<file path="src/msx_glue_pkg.sv">
// Shared bus types and map constants; SDRAM address in 8 KB blocks, upper ten bits select region
`default_nettype none

package msx_glue_pkg;

	// ------------------------------
	//	Sizes
	// ------------------------------
	localparam int SDRAM_AW		= 23;				// SDRAM byte address width
	localparam int MAP_BW		= SDRAM_AW - 13;	// Region bits above the 8 KB block
	localparam int CPU_DIV		= 6;				// clk42m cycles per CPU enable

	// ------------------------------
	//	I/O ports
	// ------------------------------
	localparam logic [7:0] PPI_PORT		= 8'hA8;	// A8h-ABh
	localparam logic [7:0] PSG_PORT		= 8'hA0;	// A0h-A3h
	localparam logic [7:0] VDP_PORT		= 8'h98;	// 98h-99h
	localparam logic [7:0] KANJI_PORT	= 8'hD8;	// D8h-DBh

	// ------------------------------
	//	SDRAM region bases
	// ------------------------------
	// Upper ten address bits, the page bits are ORed in below them
	localparam logic [MAP_BW-1:0] MAP_NEXTOR	= 10'h000;	// 64 KB, banks 0-7
	localparam logic [MAP_BW-1:0] MAP_SUBROM	= 10'h008;	// 16 KB
	localparam logic [MAP_BW-1:0] MAP_MAIN		= 10'h010;	// 32 KB main ROM
	localparam logic [MAP_BW-1:0] MAP_KBASIC	= 10'h014;	// 32 KB kanji BASIC
	localparam logic [MAP_BW-1:0] MAP_BASICN	= 10'h018;	// 16 KB
	localparam logic [MAP_BW-1:0] MAP_MUSIC		= 10'h01A;	// 16 KB
	localparam logic [MAP_BW-1:0] MAP_LOGO		= 10'h01C;	// Logo plus ext BASIC, 32 KB
	localparam logic [MAP_BW-1:0] MAP_KANJI		= 10'h020;	// JIS1/JIS2 font, 256 KB
	localparam logic [MAP_BW-1:0] MAP_MEGA2		= 10'h080;	// 1 MB
	localparam logic [MAP_BW-1:0] MAP_MEGA1		= 10'h100;	// 2 MB
	localparam logic [MAP_BW-1:0] MAP_MAPPER	= 10'h200;	// 4 MB mapper RAM

	localparam logic [7:0] IDLE_BYTE	= 8'hFF;	// Floating data bus

	// ------------------------------
	//	Bus structs
	// ------------------------------
	typedef struct packed {
		logic	[15:0]	addr;
		logic	[7:0]	wdata;
		logic			mreq_n;
		logic			iorq_n;
		logic			rd_n;
		logic			wr_n;
	} cpu_bus_t;

	// Primary and expanded slot selects, active high
	typedef struct packed {
		logic			sltsl0;
		logic			sltsl1;
		logic			sltsl2;
		logic			sltsl3;
		logic			sltsl00;
		logic			sltsl01;
		logic			sltsl02;
		logic			sltsl03;
		logic			sltsl30;
		logic			sltsl31;
		logic			sltsl32;
		logic			sltsl33;
		logic	[1:0]	page;		// CPU page of the decoded access
	} slot_sel_t;

	typedef struct packed {
		logic	[21:0]	megarom1_addr;
		logic			megarom1_cs_n;
		logic			megarom1_rd_n;
		logic	[21:0]	megarom2_addr;
		logic			megarom2_cs_n;
		logic			megarom2_rd_n;
		logic	[17:0]	kanji_addr;
		logic			kanji_en;
		logic	[7:0]	mapper_segment;
	} rom_bank_t;

	// Loader write from SPI
	typedef struct packed {
		logic	[SDRAM_AW-1:0]	addr;
		logic	[7:0]			wdata;
		logic					mreq_n;
	} spi_req_t;

	typedef struct packed {
		logic	[SDRAM_AW-1:0]	addr;
		logic	[7:0]			wdata;
		logic					mreq_n;
		logic					rd_n;
		logic					wr_n;
	} sdram_req_t;

	typedef struct packed {
		logic			ppi_cs_n;
		logic			psg_cs_n;
		logic			vdp_cs_n;
		logic			kanji_cs_n;
	} io_cs_t;

	typedef struct packed {
		logic	[7:0]	data;
		logic			en;		// One-cycle valid
	} rd_byte_t;

	// Highest priority first
	typedef struct packed {
		rd_byte_t		sdram;
		rd_byte_t		vdp;
		rd_byte_t		expslt0;
		rd_byte_t		expslt3;
		rd_byte_t		ppi;
		rd_byte_t		psg;
	} rd_src_t;

endpackage

`default_nettype wire

</file>
<file path="src/msx_bus_control.sv">
// CPU enable every 6 clk42m cycles, stopped by freeze and SDRAM init; I/O selects are combinational
`timescale 1ns/100ps
`default_nettype none

module msx_bus_control (
	input	wire						clk42m,
	input	wire						ff_reset0_n,		// Sync, active low
	input	msx_glue_pkg::cpu_bus_t		cpu_bus,
	input	wire						cpu_freeze,
	input	wire						sdram_init_busy,
	output	logic						half_enable,		// 21 MHz rate pulse
	output	logic						cpu_enable,			// CPU and PSG step
	output	msx_glue_pkg::io_cs_t		io_cs
);

	localparam logic [2:0] DIV_LAST = 3'(msx_glue_pkg::CPU_DIV - 1);

	logic				ff_half;
	logic	[2:0]		ff_cpu_div;
	logic	[7:0]		w_port;

	// ------------------------------
	//	Clock enables
	// ------------------------------
	always_ff @(posedge clk42m) begin
		if (!ff_reset0_n) begin
			ff_half <= 1'b0;
		end else begin
			ff_half <= ~ff_half;				// Half rate toggle
		end
	end

	assign half_enable = ff_half;

	// Modulo-6 counter, held at zero while frozen
	always_ff @(posedge clk42m) begin
		if (!ff_reset0_n) begin
			ff_cpu_div <= 3'd0;
		end else if (cpu_freeze) begin
			ff_cpu_div <= 3'd0;					// Restart cadence on release
		end else if (ff_cpu_div == DIV_LAST) begin
			ff_cpu_div <= 3'd0;
		end else begin
			ff_cpu_div <= ff_cpu_div + 3'd1;
		end
	end

	// Pulse on last count only
	assign cpu_enable = (ff_cpu_div == DIV_LAST) && !sdram_init_busy && !cpu_freeze;

	// ------------------------------
	//	I/O chip selects
	// ------------------------------
	assign w_port = cpu_bus.addr[7:0];			// Z80 I/O uses low byte

	// Four ports each, VDP has two
	always_comb begin
		io_cs.ppi_cs_n		= 1'b1;
		io_cs.psg_cs_n		= 1'b1;
		io_cs.vdp_cs_n		= 1'b1;
		io_cs.kanji_cs_n	= 1'b1;
		if (!cpu_bus.iorq_n) begin
			if ({w_port[7:2], 2'b00} == msx_glue_pkg::PPI_PORT) begin
				io_cs.ppi_cs_n = 1'b0;
			end
			if ({w_port[7:2], 2'b00} == msx_glue_pkg::PSG_PORT) begin
				io_cs.psg_cs_n = 1'b0;
			end
			if ({w_port[7:1], 1'b0} == msx_glue_pkg::VDP_PORT) begin
				io_cs.vdp_cs_n = 1'b0;			// 98h data, 99h control
			end
			if ({w_port[7:2], 2'b00} == msx_glue_pkg::KANJI_PORT) begin
				io_cs.kanji_cs_n = 1'b0;		// JIS1 and JIS2 address ports
			end
		end
	end

endmodule

`default_nettype wire

</file>
<file path="src/msx_memory_map.sv">
// SDRAM request registered one cycle after the bus; ROM windows use slot_sel.page, RAM only in slot 3-0
`timescale 1ns/100ps
`default_nettype none

module msx_memory_map (
	input	wire						clk42m,
	input	wire						ff_reset0_n,
	input	msx_glue_pkg::cpu_bus_t		cpu_bus,
	input	msx_glue_pkg::slot_sel_t	slot_sel,
	input	msx_glue_pkg::rom_bank_t	rom_bank,
	input	msx_glue_pkg::spi_req_t		spi_req,
	input	wire						cpu_freeze,			// Loader owns SDRAM
	output	msx_glue_pkg::sdram_req_t	sdram_req
);

	localparam int AW = msx_glue_pkg::SDRAM_AW;
	localparam int BW = msx_glue_pkg::MAP_BW;

	logic	[BW-1:0]	w_hi;			// Region plus block
	logic	[12:0]		w_lo;			// Offset inside 8 KB block
	logic	[7:0]		w_wdata;
	logic				w_mreq_n;
	logic				w_rd_n;
	logic				w_wr_n;
	logic	[1:0]		w_page;
	logic	[15:0]		a;

	logic	[AW-1:0]	ff_addr;
	logic	[7:0]		ff_wdata;
	logic				ff_mreq_n;
	logic				ff_rd_n;
	logic				ff_wr_n;

	assign a		= cpu_bus.addr;
	assign w_page	= slot_sel.page;

	// ------------------------------
	//	Region select
	// ------------------------------
	always_comb begin
		if (cpu_freeze) begin
			w_hi = spi_req.addr[AW-1:13];					// Loader writes anywhere
		end else if (rom_bank.kanji_en) begin
			w_hi = msx_glue_pkg::MAP_KANJI | {5'd0, rom_bank.kanji_addr[17:13]};
		end else if (slot_sel.sltsl30) begin
			// 16 KB segment, a13 picks the half
			w_hi = msx_glue_pkg::MAP_MAPPER | {1'b0, rom_bank.mapper_segment, a[13]};
		end else if (slot_sel.sltsl1) begin
			w_hi = msx_glue_pkg::MAP_MEGA1 | {2'd0, rom_bank.megarom1_addr[20:13]};
		end else if (slot_sel.sltsl2) begin
			w_hi = msx_glue_pkg::MAP_MEGA2 | {3'd0, rom_bank.megarom2_addr[19:13]};
		end else if (slot_sel.sltsl03) begin
			w_hi = msx_glue_pkg::MAP_LOGO | {8'd0, a[14:13]};		// Logo, ext BASIC
		end else if (slot_sel.sltsl02) begin
			w_hi = msx_glue_pkg::MAP_MUSIC | {9'd0, a[13]};
		end else if (slot_sel.sltsl01) begin
			w_hi = msx_glue_pkg::MAP_BASICN | {9'd0, a[13]};
		end else if (slot_sel.sltsl31 && (w_page == 2'd0)) begin
			w_hi = msx_glue_pkg::MAP_SUBROM | {9'd0, a[13]};
		end else if (slot_sel.sltsl31) begin
			w_hi = msx_glue_pkg::MAP_KBASIC | {8'd0, a[15], a[13]};	// Pages 1-3 fold to 32 KB
		end else if (slot_sel.sltsl00) begin
			w_hi = msx_glue_pkg::MAP_MAIN | {8'd0, a[14:13]};
		end else if (slot_sel.sltsl32) begin
			w_hi = msx_glue_pkg::MAP_NEXTOR | {7'd0, a[15:13]};	// Bank 0-7
		end else begin
			w_hi = '0;										// Slot 3-3 empty
		end
	end

	// Block offset, same priority as above
	always_comb begin
		if (cpu_freeze) begin
			w_lo = spi_req.addr[12:0];
		end else if (rom_bank.kanji_en) begin
			w_lo = rom_bank.kanji_addr[12:0];
		end else begin
			w_lo = a[12:0];
		end
	end

	assign w_wdata	= cpu_freeze ? spi_req.wdata : cpu_bus.wdata;

	// ------------------------------
	//	Strobes
	// ------------------------------
	always_comb begin
		if (cpu_freeze) begin
			w_mreq_n	= spi_req.mreq_n;
			w_wr_n		= spi_req.mreq_n;					// Loader cycles are writes
		end else begin
			w_mreq_n	= rom_bank.kanji_en ? 1'b0 : cpu_bus.mreq_n;
			w_wr_n		= slot_sel.sltsl30 ? cpu_bus.wr_n : 1'b1;	// Only RAM is writable
		end
	end

	// rd_n passes inside valid pages only
	always_comb begin
		w_rd_n = 1'b1;
		if (cpu_freeze) begin
			w_rd_n = 1'b1;
		end else if (rom_bank.kanji_en) begin
			w_rd_n = 1'b0;									// Font fetch
		end else if (!cpu_bus.iorq_n) begin
			w_rd_n = 1'b1;									// I/O cycle
		end else if (slot_sel.sltsl30) begin
			w_rd_n = cpu_bus.rd_n;
		end else if (!rom_bank.megarom1_cs_n) begin
			w_rd_n = rom_bank.megarom1_rd_n;
		end else if (!rom_bank.megarom2_cs_n) begin
			w_rd_n = rom_bank.megarom2_rd_n;
		end else if (slot_sel.sltsl03 && (w_page == 2'd1 || w_page == 2'd2)) begin
			w_rd_n = cpu_bus.rd_n;
		end else if (slot_sel.sltsl02 && (w_page == 2'd1)) begin
			w_rd_n = cpu_bus.rd_n;
		end else if (slot_sel.sltsl01 && (w_page == 2'd1)) begin
			w_rd_n = cpu_bus.rd_n;
		end else if (slot_sel.sltsl31) begin
			w_rd_n = cpu_bus.rd_n;							// Sub-ROM and kanji BASIC
		end else if (slot_sel.sltsl00 && !w_page[1]) begin
			w_rd_n = cpu_bus.rd_n;							// Pages 0-1
		end else if (slot_sel.sltsl32 && (w_page == 2'd1 || w_page == 2'd2)) begin
			w_rd_n = cpu_bus.rd_n;
		end
	end

	// ------------------------------
	//	Request register
	// ------------------------------
	always_ff @(posedge clk42m) begin
		if (!ff_reset0_n) begin
			ff_addr		<= '0;
			ff_mreq_n	<= 1'b1;
			ff_rd_n		<= 1'b1;
			ff_wr_n		<= 1'b1;
		end else begin
			ff_addr		<= {w_hi, w_lo};
			ff_mreq_n	<= w_mreq_n;
			ff_rd_n		<= w_rd_n;
			ff_wr_n		<= w_wr_n;
		end
	end

	always_ff @(posedge clk42m) begin
		ff_wdata <= w_wdata;
	end

	assign sdram_req = '{
		addr:	ff_addr,
		wdata:	ff_wdata,
		mreq_n:	ff_mreq_n,
		rd_n:	ff_rd_n,
		wr_n:	ff_wr_n
	};

endmodule

`default_nettype wire

</file>
<file path="src/msx_read_mux.sv">
// CPU read byte latched one cycle after a source enable; sources are assumed to pulse en for one cycle
`timescale 1ns/100ps
`default_nettype none

module msx_read_mux (
	input	wire						clk42m,
	input	wire						ff_reset0_n,
	input	msx_glue_pkg::rd_src_t		rd_src,
	input	wire						rd_n,			// CPU read strobe
	output	logic	[7:0]				cpu_rdata
);

	logic	[7:0]	ff_rdata;

	// ------------------------------
	//	Priority latch
	// ------------------------------
	always_ff @(posedge clk42m) begin
		if (!ff_reset0_n) begin
			ff_rdata <= msx_glue_pkg::IDLE_BYTE;
		end else if (rd_src.sdram.en) begin
			ff_rdata <= rd_src.sdram.data;			// Memory wins
		end else if (rd_src.vdp.en) begin
			ff_rdata <= rd_src.vdp.data;
		end else if (rd_src.expslt0.en) begin
			ff_rdata <= rd_src.expslt0.data;		// Slot 0 expansion register
		end else if (rd_src.expslt3.en) begin
			ff_rdata <= rd_src.expslt3.data;		// Slot 3 expansion register
		end else if (rd_src.ppi.en) begin
			ff_rdata <= rd_src.ppi.data;
		end else if (rd_src.psg.en) begin
			ff_rdata <= rd_src.psg.data;
		end else if (rd_n) begin
			// Bus idle reads as pulled up
			ff_rdata <= msx_glue_pkg::IDLE_BYTE;
		end
		// Read in progress, keep last byte
	end

	assign cpu_rdata = ff_rdata;

endmodule

`default_nettype wire

</file>
<file path="src/msx_glue_top.sv">
// Bus glue top on one clock clk42m; slot, bank and loader state come from outside cores
`timescale 1ns/100ps
`default_nettype none

module msx_glue_top (
	input	wire						clk42m,
	input	wire						ff_reset0_n,		// Sync, active low
	// CPU side
	input	msx_glue_pkg::cpu_bus_t		cpu_bus,
	input	msx_glue_pkg::slot_sel_t	slot_sel,
	input	msx_glue_pkg::rom_bank_t	rom_bank,
	// Loader
	input	msx_glue_pkg::spi_req_t		spi_req,
	input	wire						cpu_freeze,
	input	wire						sdram_init_busy,
	// Peripheral read bytes
	input	msx_glue_pkg::rd_src_t		rd_src,
	output	logic						cpu_enable,
	output	logic						half_enable,
	output	msx_glue_pkg::io_cs_t		io_cs,
	output	msx_glue_pkg::sdram_req_t	sdram_req,
	output	logic	[7:0]				cpu_rdata
);

	// ------------------------------
	//	Enables and I/O decode
	// ------------------------------
	msx_bus_control u_bus_control (
		.clk42m				( clk42m			),
		.ff_reset0_n		( ff_reset0_n		),
		.cpu_bus			( cpu_bus			),
		.cpu_freeze			( cpu_freeze		),
		.sdram_init_busy	( sdram_init_busy	),
		.half_enable		( half_enable		),
		.cpu_enable			( cpu_enable		),
		.io_cs				( io_cs				)
	);

	// SDRAM map
	msx_memory_map u_memory_map (
		.clk42m				( clk42m			),
		.ff_reset0_n		( ff_reset0_n		),
		.cpu_bus			( cpu_bus			),
		.slot_sel			( slot_sel			),
		.rom_bank			( rom_bank			),
		.spi_req			( spi_req			),
		.cpu_freeze			( cpu_freeze		),
		.sdram_req			( sdram_req			)
	);

	// ------------------------------
	//	CPU read data
	// ------------------------------
	msx_read_mux u_read_mux (
		.clk42m				( clk42m			),
		.ff_reset0_n		( ff_reset0_n		),
		.rd_src				( rd_src			),
		.rd_n				( cpu_bus.rd_n		),		// Idle fill when high
		.cpu_rdata			( cpu_rdata			)
	);

endmodule

`default_nettype wire

</file>
<file path="config.mk">
export PLATFORM = sky130hd
export DESIGN_NAME = msx_glue_top
export DESIGN_NICKNAME = d
export VERILOG_FILES = /design/src/msx_glue_pkg.sv /design/src/msx_bus_control.sv /design/src/msx_memory_map.sv /design/src/msx_read_mux.sv /design/src/msx_glue_top.sv
export SDC_FILE = /design/constraint.sdc
export NUM_CORES = 1
export LEC_CHECK = 0
export BUFFER_PORTS_ARGS = -buffer_cell sky130_fd_sc_hd__clkbuf_2
export CAP_MARGIN = 10
export CORE_MARGIN = 10
export CORE_UTILIZATION = 38
export CTS_BUF_LIST = sky130_fd_sc_hd__clkbuf_16
export DETAILED_ROUTE_END_ITERATION = 7
export GPL_TIMING_DRIVEN = 0
export PLACE_DENSITY_LB_ADDON = 0.12
export SLEW_MARGIN = 20
export SYNTH_ARGS = -nofsm -noshare
export SYNTH_HDL_FRONTEND = slang
export SYNTH_HIERARCHICAL = 1
export SYNTH_SLANG_ARGS = --single-unit
</file>
<file path="constraint.sdc">
create_clock -name clk42m -period 1.5 [get_ports clk42m]
set_input_delay 0.225 -clock clk42m [delete_from_list [all_inputs] [get_ports clk42m]]
set_output_delay 0.225 -clock clk42m [all_outputs]
set_load 0.02 [all_outputs]
</file>
# Word-level counts from Yosys, hierarchy flattened
# Cells that the tools add are included.
dict set report totals {
  regBits 46
  inputBits 207
  wordCells 76
}
dict set report classes {
  n_addsub 1
  eq_ne 7
  n_mux 42
  n_bitwise 2
  n_reduce_logical 16
}
# operator count
set op_table {}
lappend op_table {{$mux 10} 11}
lappend op_table {{$mux 8} 8}
lappend op_table {{$mux 13} 2}
lappend op_table {{$mux 1} 19}
lappend op_table {{$eq 6x6->1 const B} 3}
lappend op_table {{$logic_and 1x1->1} 8}
lappend op_table {{$eq 7x7->1 const B} 1}
lappend op_table {{$reduce_bool 7->1} 1}
lappend op_table {{$mux 4} 1}
lappend op_table {{$add 3x1->3 const B} 1}
lappend op_table {{$eq 3x3->1 const B} 1}
lappend op_table {{$logic_not 1->1} 3}
lappend op_table {{$mux 3} 1}
lappend op_table {{$reduce_or 3->1} 1}
lappend op_table {{$eq 2x1->1 const B} 1}
lappend op_table {{$eq 2x2->1 const B} 1}
lappend op_table {{$logic_not 2->1} 1}
lappend op_table {{$not 1->1} 2}
lappend op_table {{$reduce_or 2->1} 1}
lappend op_table {{$logic_or 1x1->1} 1}

# Depth between registers and ports, before layout
# Gate-level depths: netlist of run 1.
dict set report logic_depth {
  word_depth 14
  depth_mapped 7
  ltp_nobuf 7
}

# By module
# The synthesis of run 1 kept the hierarchy.
# mod n_inst cells_per_inst area_each_um2 seq_area_each_um2
set modules_own_cells {}
lappend modules_own_cells {msx_memory_map 1 206 1836.8 680.7}
lappend modules_own_cells {msx_read_mux 1 103 774.5 160.2}
lappend modules_own_cells {msx_bus_control 1 26 224.0 80.1}

# Worst setup path before layout of run 1
# No wires, ideal clock.
dict set report synth_timing {
  path_type {input to register}
  from {input rd_src[9] (netlist name)}
  to {register u_read_mux.ff_rdata[6] (netlist: u_read_mux/cpu_rdata[6])}
  setup_time_ps 132
  arrival_time_ps 1171
  path_slack_ps 197
  stages 6
  n_path_buf 2
  path_cell_list {buf_2 > buf_4 > nor3b_1 > nor3_1 > a2111oi_0 > o21ai_0}
}
dict set report synth_via {
  elab_chain_cells 5
}
# item line_no
set synth_lines {}
lappend synth_lines {{start, declared} msx_glue_top.sv:17} ;# input msx_glue_pkg::rd_src_t rd_src,
lappend synth_lines {{$mux 8} msx_read_mux.sv:29} ;# end else if (rd_src.ppi.en) begin
lappend synth_lines {{$mux 8} msx_read_mux.sv:27} ;# end else if (rd_src.expslt3.en) begin
lappend synth_lines {{$mux 8} msx_read_mux.sv:25} ;# end else if (rd_src.expslt0.en) begin
lappend synth_lines {{$mux 8} msx_read_mux.sv:23} ;# end else if (rd_src.vdp.en) begin
lappend synth_lines {{$mux 8} msx_read_mux.sv:21} ;# end else if (rd_src.sdram.en) begin
lappend synth_lines {{end signal, assigned} msx_read_mux.sv:22} ;# ff_rdata <= rd_src.sdram.data;
lappend synth_lines {{end signal, assigned} msx_read_mux.sv:24} ;# ff_rdata <= rd_src.vdp.data;
lappend synth_lines {{end signal, assigned} msx_read_mux.sv:26} ;# ff_rdata <= rd_src.expslt0.data;
lappend synth_lines {{end, declared} msx_read_mux.sv:13} ;# logic [7:0] ff_rdata;
# Parallel ways exist; a longest one is shown, timed or not.
# A chain may end at the register's enable or synchronous reset.

# Worst setup path in the final report of run 1
dict set report layout_timing {
  from {register u_bus_control.ff_cpu_div[0]}
  to {output cpu_enable}
}
dict set report layout_via {
  elab_chain_cells 3
}
# item line_no
set layout_lines {}
lappend layout_lines {{start, declared} msx_bus_control.sv:19} ;# logic [2:0] ff_cpu_div;
lappend layout_lines {{start signal, assigned} msx_bus_control.sv:44} ;# ff_cpu_div <= ff_cpu_div + 3'd1;
lappend layout_lines {{$eq 3x3->1} msx_bus_control.sv:49} ;# assign cpu_enable = (ff_cpu_div == DIV_LAST) && !sdram_init_busy && !cpu_freeze;
lappend layout_lines {{$logic_and 1x1->1 (2 in series)} msx_bus_control.sv:49}
lappend layout_lines {{end, declared} msx_glue_top.sv:18} ;# output logic cpu_enable,
# No other way between the ends.

==> metrics list, run 1 <==
- Synthesized flop and latch total: 46
- Number of hold-slack violations in the final timing report: 0
- Counting every sink on the clock net gives 46.
* Post-route standard cell area excluding fillers: 0.00420 mm^2
- Yosys printed 6 warnings.
- For this design, the CTS-stage hold fixing added 0 buffers.
- Clock slew at the register clock pins of the worst setup and hold paths: 70 ps
- The first detailed-routing pass took 4 iterations.
* Clock root cell: sky130_fd_sc_hd__clkbuf_16
* Kind of launch point of the worst setup path: flop
* Post-route minimum period: 1430 ps
* DRT antenna net count: 0
- Dividing the detail-routed via count by the number of cells gives 5.16.
- Sorting the synthesized cells by area gives the leading types as sky130_fd_sc_hd__dfxtp_1, sky130_fd_sc_hd__nand2_1, sky130_fd_sc_hd__mux2i_1, sky130_fd_sc_hd__nor2b_1, sky130_fd_sc_hd__o211a_1.
- Static timing analysis puts the maximum clock frequency at 700 MHz.
- Type of destination of the critical path: output port
- The via count of the first global-routing pass came to 3657.
* Syn_nets: 546
* Most used DFF post-synth: sky130_fd_sc_hd__dfxtp_1
- Setup repair after global routing missed its margin: no
- The critical path in this run is classified as reg2out.
- Synthesized instance count: 335
- Of the cells placed in the final design, the portion with a size suffix greater than 1 is 0.470.
* GRT Overall Usage: 0.193
- FFs w/ async S/R, synth: 0
- Together, buffers and inverters on the worst path number 1.
* Global placement routability congestion: 0.846
- Worst path cell trace: ha_1 > nand2_1 > nor3_1 > buf_2
* Grt total ovfl: 0
* Postcts setup bufs: 0
* Per-instance average area after synthesis: 8.46 um^2
- In the final design database the tool counted 772 nets.
- Depth of the CTS H-tree: 2
* Maximum vdd ir drop: 0.000432 V
- The die covers 0.0113 mm^2.
- The die is 106 um tall.
- For the worst setup path, the data arrival time is 1200 ps.
- On the worst path, the slowest cell contributes a delay of 360 ps.
- Entering global routing, the biggest net connects 15 pins.
- Along the worst path, the maximum fanout reaches 3.
- The repair_antennas step left the layout with diodes totalling 0.
- The synthesized netlist occupies a cell area of 0.00284 mm^2.
- Critical path required time: 1270 ps
- Counting instances in the post-synthesis netlist gives the leading cell types as sky130_fd_sc_hd__dfxtp_1, sky130_fd_sc_hd__nand2_1, sky130_fd_sc_hd__a21oi_1.
- After detailed routing, the number of remaining DRC violations is 0.
- I/O Buffers: 219
* Fill count: 711
- Worst slew margin: 0.632
- DP HPWL: 9820 um
* Fraction of synthesized cell area taken by the top area cell type: 0.325
- The later pin in the worst-skew pair is clocked with a latency of 280 ps.
- Number of setup violations in the final report: 0
* DIE WIDTH: 106 um
* Boundary pin count: 255
* Number of core rows: 31
- Max Slew Vio Count: 0
- No sink is reached through more buffers than the 2 on the longest clock path.
- Worst min path class: in2reg
- The most common cell in the synthesized netlist is sky130_fd_sc_hd__dfxtp_1.
* Part of the Yosys area used for sequential elements: 0.325
- The clock arrives with 0.177 ps of skew.
- The number of gates resized after CTS was 0.
- CTS Buf Count: 5
* Kind of cell adding the most delay to the critical path: flip-flops
* Number of flops mapped to enable cells by yosys: 0
* Power density over the cells: 792 mW/mm^2
- After detailed routing, the average wire length per cell comes to 17.7 um.
- Final WL: 11700 um
* Slowest stage cell, crit path: sky130_fd_sc_hd__dfxtp_1
* Number of antenna violations at the first check in global routing: 0
- Max-cap violations in this run came to 0.
* Leak: 2.22 nW
- Layout Area Growth over Synthesis: 48.1%
* Worst slew pin tran: 552 ps
* Core Region: 0.00725 mm^2
- Cell accounting for the most synthesized area: sky130_fd_sc_hd__dfxtp_1
- The initial utilization of the core area, before any placement, comes to 0.391.
- Total number of vias: 3408
- Global-route wire length before repair: 17900 um
- The run finished with clean final reports.
- Once placement finished, the instance area stood at 0.00406 mm^2.
- Hold timing on the final database bottoms out at a slack of 153 ps.
* CTS tree: built
- Synthesis instantiated 56 different standard cells from the library.
- Period utilisation layout: 0.952
- In this run, the number of DRC markers left after iteration 0 of detailed routing was 117.
## path summary, 6_finish.rpt
path / from / cells after the start / slack [ps] / endpoint
worst max-delay path: u_bus_control/ff_cpu_div[0] / 4 / 70 / cpu_enable
worst min-delay path: cpu_bus[3] / 3 / 150 / u_memory_map/ff_mreq_n
worst max register to register: u_bus_control/ff_cpu_div[1] / 4 / 380 / u_bus_control/ff_cpu_div[2]
worst min register to register: u_bus_control/half_enable / 1 / 420 / u_bus_control/half_enable
## power breakdown
part           total [mW]  internal (mW)  switching, mW
Combinational       0.898          0.418          0.480
Clock                1.09          0.612          0.480
Sequential           1.34           1.31         0.0266
## registers in the layout, summed over array words and instances (netlist names)
signal and cells:
u_bus_control/ff_cpu_div 3, u_memory_map/ff_rd_n 1, u_memory_map/ff_mreq_n 1, u_read_mux/cpu_rdata 8, u_memory_map/ff_wr_n 1, u_memory_map/ff_addr 23
u_bus_control/half_enable 1, u_memory_map/ff_wdata 8
## cell usage in the layout (no fill, tap or decap), types with 2 or more instances in the layout
cell	count
sky130_fd_sc_hd__nand3_1	4
sky130_fd_sc_hd__nor3_1	5
sky130_fd_sc_hd__or2b_1	3
sky130_fd_sc_hd__a2111oi_0	2
sky130_fd_sc_hd__o311ai_0	2
sky130_fd_sc_hd__a211o_1	2
sky130_fd_sc_hd__buf_4	8
sky130_fd_sc_hd__clkbuf_16	5
sky130_fd_sc_hd__o41ai_1	3
sky130_fd_sc_hd__nor2_1	14
sky130_fd_sc_hd__nand2_1	40
sky130_fd_sc_hd__a221oi_2	2
sky130_fd_sc_hd__inv_1	20
sky130_fd_sc_hd__mux2i_1	14
sky130_fd_sc_hd__clkbuf_2	218
sky130_fd_sc_hd__buf_2	11
sky130_fd_sc_hd__clkbuf_1	5
sky130_fd_sc_hd__o21ai_0	11
sky130_fd_sc_hd__nor3b_1	11
sky130_fd_sc_hd__ha_1	4
sky130_fd_sc_hd__o311ai_1	2
sky130_fd_sc_hd__a31oi_1	2
sky130_fd_sc_hd__a22oi_1	6
sky130_fd_sc_hd__a21oi_1	24
sky130_fd_sc_hd__dfxtp_1	46
sky130_fd_sc_hd__buf_6	2
sky130_fd_sc_hd__nand4_1	5
sky130_fd_sc_hd__mux2_2	8
sky130_fd_sc_hd__a221oi_1	9
sky130_fd_sc_hd__nor2b_1	21
sky130_fd_sc_hd__a221o_1	4
sky130_fd_sc_hd__a32o_1	2
sky130_fd_sc_hd__nand2b_1	5
sky130_fd_sc_hd__o211a_1	13
sky130_fd_sc_hd__o31a_1	3
sky130_fd_sc_hd__o31ai_1	2
## area by class of cell
type                            count  area, um^2  share of cell area
Inverter                           20        75.1              0.0179
Clock buffer                        5         125              0.0298
Timing Repair Buffer              219        1100               0.261
Sequential cell                    46         921               0.219
Buffer                             25         151              0.0361
Tap cell                           99         124              0.0295
Multi-Input combinational cell    244        1690               0.402
Clock inverter                      3        17.5             0.00417
## cell families after synthesis
kind of cell    after synthesis  share of synthesized area
buf+inv                      45                     0.0799
flops                        46                      0.325
simple gates                121                      0.238
mux                          22                     0.0812
compound gates               97                      0.258
fa+ha+maj                     4                     0.0177
## through the flow
| stage | util | std cells | power [mW] | TNS, ps | setup WS, ps |
|---|---|---|---|---|---|
| 2_1_floorplan | - | 335 | 1.83 | 0 | 197 |
| 3_3_place_gp | 0.559 | 653 | 2.24 | -845 | -112 |
| 3_5_place_dp | 0.559 | 653 | 2.26 | -1220 | -152 |
| 4_1_cts | 0.579 | 661 | 3.36 | 0 | 41.2 |
| 5_1_grt | 0.579 | 661 | 3.51 | 0 | 4.05 |
| 6_report | 0.579 | 661 | 3.33 | 0 | 72.0 |
## metal layers
layer	routed length, um	up-vias	global-route usage	part of all wire
li1	-	1678	-	-
met1	4700	1564	0.208	0.40
met2	5650	152	0.337	0.48
met3	1170	14	0.0833	0.10
met4	192	0	0.0551	0.016
met5	0	-	0	0
## tightest hold or removal path: cells and delay by family
family	cells	cell delay (ps)
compound gates	1	50
simple gates	1	60
buf+inv	1	70
No activity file was read; power rests on OpenSTA's default activity.
==> inputs of run 2 (changes only) <==
- CTS_BUF_LIST: sky130_fd_sc_hd__clkbuf_16 -> unset
==> run 2 against run 1 <==
  * Cell area decreased by 1.3%
  * Critical endpoint unchanged
  * Die area did not move
  * Combinational power about the same
  * Via count is 0.44% higher
  * Highest routed layer unchanged
  * Routed wire length hardly changed
  * Largest cell class unchanged
  * Non-clock buffer count unchanged
  * Flip-flop and latch count is the same
  * Sequential power barely moved
  * Largest power group unchanged
  * Register-to-register slack worse by 40 ps
  * Sequential share of layout area rose by 0.32 points
==> metrics list, run 2 (same netlist as run 1, synthesis figures left out) <==
- The flow ran to the end, and the final reports show no timing, DRC or antenna violations.
- The post-route antenna net violation count came to 0 (unchanged).
- The largest buffer count on any clock path is 2 (unchanged).
- Post-DP Area: 0.00406 mm^2 (unchanged)
- The standard-cell row count was 31 (unchanged).
* Sum of negative setup slack: 0 ps (unchanged)
* Clock latency reported for the late side of the worst-skew pair: 290 ps (about the same)
* Core Region: 0.00725 mm^2 (unchanged)
- The max-capacitance violation count is 0 (unchanged).
* Post-route minimum period: 1430 ps (+2.49 ps)
* DIE WIDTH: 106 um (unchanged)
* Number of antenna violations at the first check in global routing: 0 (unchanged)
- The final antenna diode count was 0 (unchanged).
- The static leakage is 2.19 nW (-1.3%).
- The maximum fanout along the worst path came to 3 (unchanged).
- The worst setup path is of the reg2out kind.
- The largest net degree at the start of global routing was 15 (unchanged).
- Global-route wire length before repair: 17900 um (unchanged)
* Non-filler instance count after layout: 661 (unchanged)
- Total number of vias: 3423 (+0.44%)
* Initial core utilization: 0.391 (unchanged)
- Max Slew Vio Count: 0 (unchanged)
- The via count normalized by instance count was 5.18 (+0.44%).
- Average routed wire per standard cell: 17.7 um (about the same)
* GRT Overall Usage: 0.193 (about the same)
- Reg2reg setup slack: 340 ps (-40 ps)
- Number of design-rule violations left by the first detailed-router iteration: 136 (+16%)
- Post-route standard cell area excluding fillers: 0.00414 mm^2 (-1.3%)
* Boundary pin count: 255 (unchanged)
* Final hold slack: 141 ps (-12.4 ps)
* Depth of the CTS H-tree: 2 (unchanged)
* Final WL: 11700 um (about the same)
- CTS placed an instance of sky130_fd_sc_hd__clkbuf_8 at the clock tree root.
- Layout Area Growth over Synthesis: 46.1%
- DP HPWL: 9820 um (unchanged)
* Worst slew pin tran: 540 ps (-11.4 ps)
* Period utilisation layout: 0.954 (+0.00166)
- Area of the die: 0.0113 mm^2 (unchanged)
* CTS tree: built
- TritonRoute pass-1 iters: 5 (+1)
- Kind of launch point of the worst setup path: flop
* Grt total ovfl: 0 (unchanged)
- The relative max-transition margin came to 0.640 (+0.00761).
* Via count of the first global-routing pass: 3674 (+0.46%)
* Total clock sinks: 46 (unchanged)
- Number of setup violations in the final report: 0 (unchanged)
- I/O Buffers: 219 (unchanged)
- Data arrival time of the worst path: 1210 ps (about the same)
* Commonest non-fill, non-tap cell in the layout: sky130_fd_sc_hd__clkbuf_2
- FMAX: 699 MHz (-0.17%)
- The number of buffers added by the clock tree synthesis step is 5 (unchanged).
- Number of hold-slack violations in the final timing report: 0 (unchanged)
* DRC violations left: 0 (unchanged)
- Maximum vdd ir drop: 0.000365 V (-15%)
* Most frequent cells in the layout: sky130_fd_sc_hd__clkbuf_2, sky130_fd_sc_hd__dfxtp_1, sky130_fd_sc_hd__nand2_1
- The die boundary height is 106 um (unchanged).
* Count of nets after finishing: 772 (unchanged)
- The number of flip-flops in the largest register was 23 (unchanged).
- The worst hold path belongs to the class in2reg.
* Total placed cells including tap cells: 653 (unchanged)
* Share of layout cells above drive strength 1: 0.472 (+0.00178)
- Clock slew at the register clock pins of the worst setup and hold paths: 90 ps (+20 ps)
- Register with the highest flop count: u_memory_map/ff_addr
* Power density over the cells: 723 mW/mm^2 (-8.8%)
* Type of destination of the critical path: output port
- The hold buffer count at cts is 0 (unchanged).
- Clock skew after layout: 1.23 ps (+1.05 ps)
* Global placement routability congestion: 0.846 (unchanged)
* Critical path required time: 1270 ps (about the same)
[run 2: layer usage]
metal	wire (um)	share of wire	vias up	track usage
li1	-	-	1675	-
met1	4550	0.39	1586	0.205
met2	5790	0.49	150	0.340
met3	1170	0.10	12	0.0815
met4	195	0.017	0	0.0609
met5	0	0	-	0
[run 2: area by class of cell]
class                   instances  area (um^2)
plain buffers                  25          151
clock buffers                   6         72.6
clock inverters                 2         13.8
fillers                       710         3110
inverters                      20         75.1
multi-input cells             244         1690
flip-flops and latches         46          922
well taps                      99          124
repair buffers                219         1100
[run 2: repair_timing]
| action | CTS | global route |
|---|---|---|
| setup endpoints to repair | 0 | 1 |
| resized for setup | 0 | 2 |
| setup buffers | 0 | 0 |
[run 2: final timing paths]
check	to	depth (start not counted)	startpoint
max	cpu_enable	5	u_bus_control/ff_cpu_div[1]
min	u_memory_map/ff_mreq_n	3	cpu_bus[3]
max reg2reg	u_bus_control/ff_cpu_div[2]	4	u_bus_control/ff_cpu_div[1]
min reg2reg	u_bus_control/half_enable	1	u_bus_control/half_enable
[run 2: power breakdown]
group / leakage, nW / switching, mW / internal (mW) / total (mW)
clock network: 0.0452 / 0.431 / 0.330 / 0.761
registers: 0.384 / 0.0267 / 1.31 / 1.34
logic: 1.76 / 0.479 / 0.418 / 0.897
total: 2.19 / 0.937 / 2.06 / 2.99
[run 2: worst max-delay path, cell delays in order, from the launching register on]
cell                      delay [ps]
sky130_fd_sc_hd__dfxtp_1         320
sky130_fd_sc_hd__inv_1            50
sky130_fd_sc_hd__ha_1            150
sky130_fd_sc_hd__nand2_1          90
sky130_fd_sc_hd__nor3_1          130
sky130_fd_sc_hd__buf_2           190
[run 2: per-stage QoR]
| step | total power [mW] | utilization | setup slack, ps |
|---|---|---|---|
| 6_report | 2.99 | 0.571 | 69.5 |
| 5_1_grt | 3.17 | 0.571 | -19.0 |
| 4_1_cts | 3.03 | 0.571 | 15.6 |
| 3_5_place_dp | 2.26 | 0.559 | -152 |
| 3_3_place_gp | 2.24 | 0.559 | -112 |
| 2_1_floorplan | 1.83 | - | 197 |
==> inputs of run 3 (changes only) <==
- RECOVER_POWER: unset -> 25
==> run 3 against run 2 <==
  * Sequential power about the same
  * Combinational power down 0.8%
  * Critical path type unchanged
  * First-iteration DRC count down 2.9%
  * Via count about the same
  * Die area unchanged
  * Global-route usage unchanged
  * Worst hold slack better by 0.56 ps
  * Largest cell class unchanged
  * Sequential share of layout area up 0.10 points
  * Clock power about the same
  * Setup slack about the same
==> metrics list, run 3 (same netlist as run 1, synthesis figures left out) <==
- Worst slew margin: 0.610 (-0.0297)
- Number of design-rule violations left by the first detailed-router iteration: 132 (-2.9%)
- Total number of vias: 3422 (-0.029%)
- The post-route antenna net violation count was 0 (unchanged).
* Post-route minimum period: 1430 ps (+0.0100 ps)
- Initial core utilization: 0.391 (unchanged)
- Clock skew after layout: 0.460 ps (-0.769 ps)
- The number of stages on the worst hold path is 3 (unchanged).
- The tree is rooted in a sky130_fd_sc_hd__clkbuf_8.
- STA classifies the critical path endpoint as an output port.
- Among cell families on the critical path, the largest total delay comes from flip-flops.
* Kind of launch point of the worst setup path: flop
* Total placed cells including tap cells: 653 (unchanged)
- The worst setup slack after layout came to 69.5 ps (-0.0100 ps).
- Worst Reg-to-Reg Cells: 4 (unchanged)
- CTS tree: built
* Global placement routability congestion: 0.846 (unchanged)
- Number of hold-slack violations in the final timing report: 0 (unchanged)
- The aggregate routed wire length was 11700 um (-0.10%).
* Most frequent cells in the layout: sky130_fd_sc_hd__clkbuf_2, sky130_fd_sc_hd__dfxtp_1, sky130_fd_sc_hd__nand2_1
- Worst setup path startpoint: u_bus_control/ff_cpu_div[1]
- The library cell used most frequently in the layout, excluding fill and tap cells, is sky130_fd_sc_hd__clkbuf_2.
* Maximum vdd ir drop: 0.000364 V (-0.33%)
- The ratio of final minimum period to clock period is 0.954 (about the same).
* Max reg flops: 23 (unchanged)
- Share of layout cells above drive strength 1: 0.448 (-0.0231)
* Endpoint of the worst hold path: u_memory_map/ff_mreq_n
* Via count of the first global-routing pass: 3674 (unchanged)
- Reg2reg setup slack: 340 ps (about the same)
- GRT Overall Usage: 0.193 (unchanged)
* Number of core rows: 31 (unchanged)
- The critical path required time is 1270 ps (about the same).
* Number of antenna violations at the first check in global routing: 0 (unchanged)
- The maximum level of the CTS H-tree is 2 (unchanged).
* Hold_sp: cpu_bus[3]
* Clock slew at the register clock pins of the worst setup and hold paths: 90 ps (about the same)
- The post-route core utilization is 0.569 (-0.00259).
* FMAX: 699 MHz (about the same)
- The number of buffers added by the clock tree synthesis step was 5 (unchanged).
- Slowest stage cell, crit path: sky130_fd_sc_hd__dfxtp_1
* Worst path cell trace: inv_1 > ha_1 > nand2_1 > nor3_1 > buf_2
- Total clock sinks: 46 (unchanged)
* Register with the highest flop count: u_memory_map/ff_addr
* Worst slew pin tran: 585 ps (+44.6 ps)
- The final-report max-slew violation count was 0 (unchanged).
- CTS max path bufs: 2 (unchanged)
- The worst path buffer plus inverter count is 2 (unchanged).
* Global-route wire length before repair: 17900 um (unchanged)
* Average routed wire per standard cell: 17.7 um (-0.10%)
- The die outline area was 0.0113 mm^2 (unchanged).
* CP Max Fanout: 3 (unchanged)
* Peak per-stage delay on the critical path: 320 ps (about the same)
- Core Region: 0.00725 mm^2 (unchanged)
- Max Cap Viol: 0 (unchanged)
- Antenna diodes: 0 (unchanged)
- DIE WIDTH: 106 um (unchanged)
* DRC violations left: 0 (unchanged)
- The sum of net half-perimeters after detailed placement was 9820 um (unchanged).
- Reg2Reg Capture Point: u_bus_control/ff_cpu_div[2]
- Postcts setup bufs: 0 (unchanged)
- The static leakage is 2.15 nW (-1.8%).
- Worst reg2reg path startpoint: u_bus_control/ff_cpu_div[1]
- The number of optimization iterations in the first detailed-route pass came to 5 (unchanged).
* Grt total ovfl: 0 (unchanged)
* Count of nets after finishing: 772 (unchanged)
- Compared with the post-synthesis result, the final layout area differs by 45.5%.
- Worst min path class: in2reg
* Non-filler instance count after layout: 661 (unchanged)
- Data arrival time of the worst path: 1210 ps (about the same)
- Worst slack, placed: -152 ps (unchanged)
- The latest clock arrival within the worst-skew pair is 290 ps (about the same).
- Number of setup violations in the final report: 0 (unchanged)
- Boundary pin count: 255 (unchanged)
* Maximum number of pins on one net before global-route repair: 15 (unchanged)
* Run status: finished, final reports clean
- Average via count per standard cell: 5.18 (about the same)
- The total design power was 2.98 mW (-0.32%).
- Power density over the cells: 724 mW/mm^2 (+0.14%)
- The critical path in this run is classified as reg2out.
* I/O Buffers: 219 (unchanged)
- The die boundary height came to 106 um (unchanged).
## run 3: metrics by stage
stage	hold WS, ps	instance area, um^2	setup TNS [ps]
2_1_floorplan	303	2840	0
3_3_place_gp	401	4060	-845
3_5_place_dp	408	4060	-1220
4_1_cts	131	4140	0
5_1_grt	133	4120	-19.0
6_report	141	4120	0
## run 3: layout make-up
cell class | count | area, um^2
fill | 718 | 3130
buffer | 25 | 145
clock inverter | 2 | 13.8
timing repair buffer | 219 | 1080
clock buffer | 6 | 72.6
tap | 99 | 124
multi-input combinational | 244 | 1690
sequential | 46 | 922
inverter | 20 | 75.1
## run 3: metal layers
layer,track usage,share of wire
met4,0.0609,0.017
met3,0.0815,0.10
met5,0,0
met1,0.205,0.39
met2,0.340,0.49
## run 3: timing repair
| item | in CTS | in global routing |
|---|---|---|
| hold buffers | 0 | 0 |
| endpoints found under the setup margin | 0 | 1 |
| gates resized for setup | 0 | 2 |
## run 3: how the worst max path moves through the flow
stage                     slack (ps)                      end  cells past startpoint
after floorplan                  200  u_read_mux/cpu_rdata[6]                      6
after global placement          -110  u_read_mux/cpu_rdata[1]                      6
after detailed placement        -150  u_read_mux/cpu_rdata[1]                      6
after CTS                         20               cpu_enable                      4
after global routing             -20               cpu_enable                      5
final                             70               cpu_enable                      5
## run 3: worst min-delay path: cells and delay by family
kind	cells	cell delay (ps)
and+or+nand+nor	1	60
AOI/OAI and AO/OA	1	50
buffers and inverters	1	70
## run 3: power by group
group	leakage, nW	switching [mW]	internal (mW)
Sequential	0.384	0.0265	1.31
Combinational	1.72	0.480	0.411
Clock	0.0452	0.429	0.330
Total	2.15	0.935	2.05
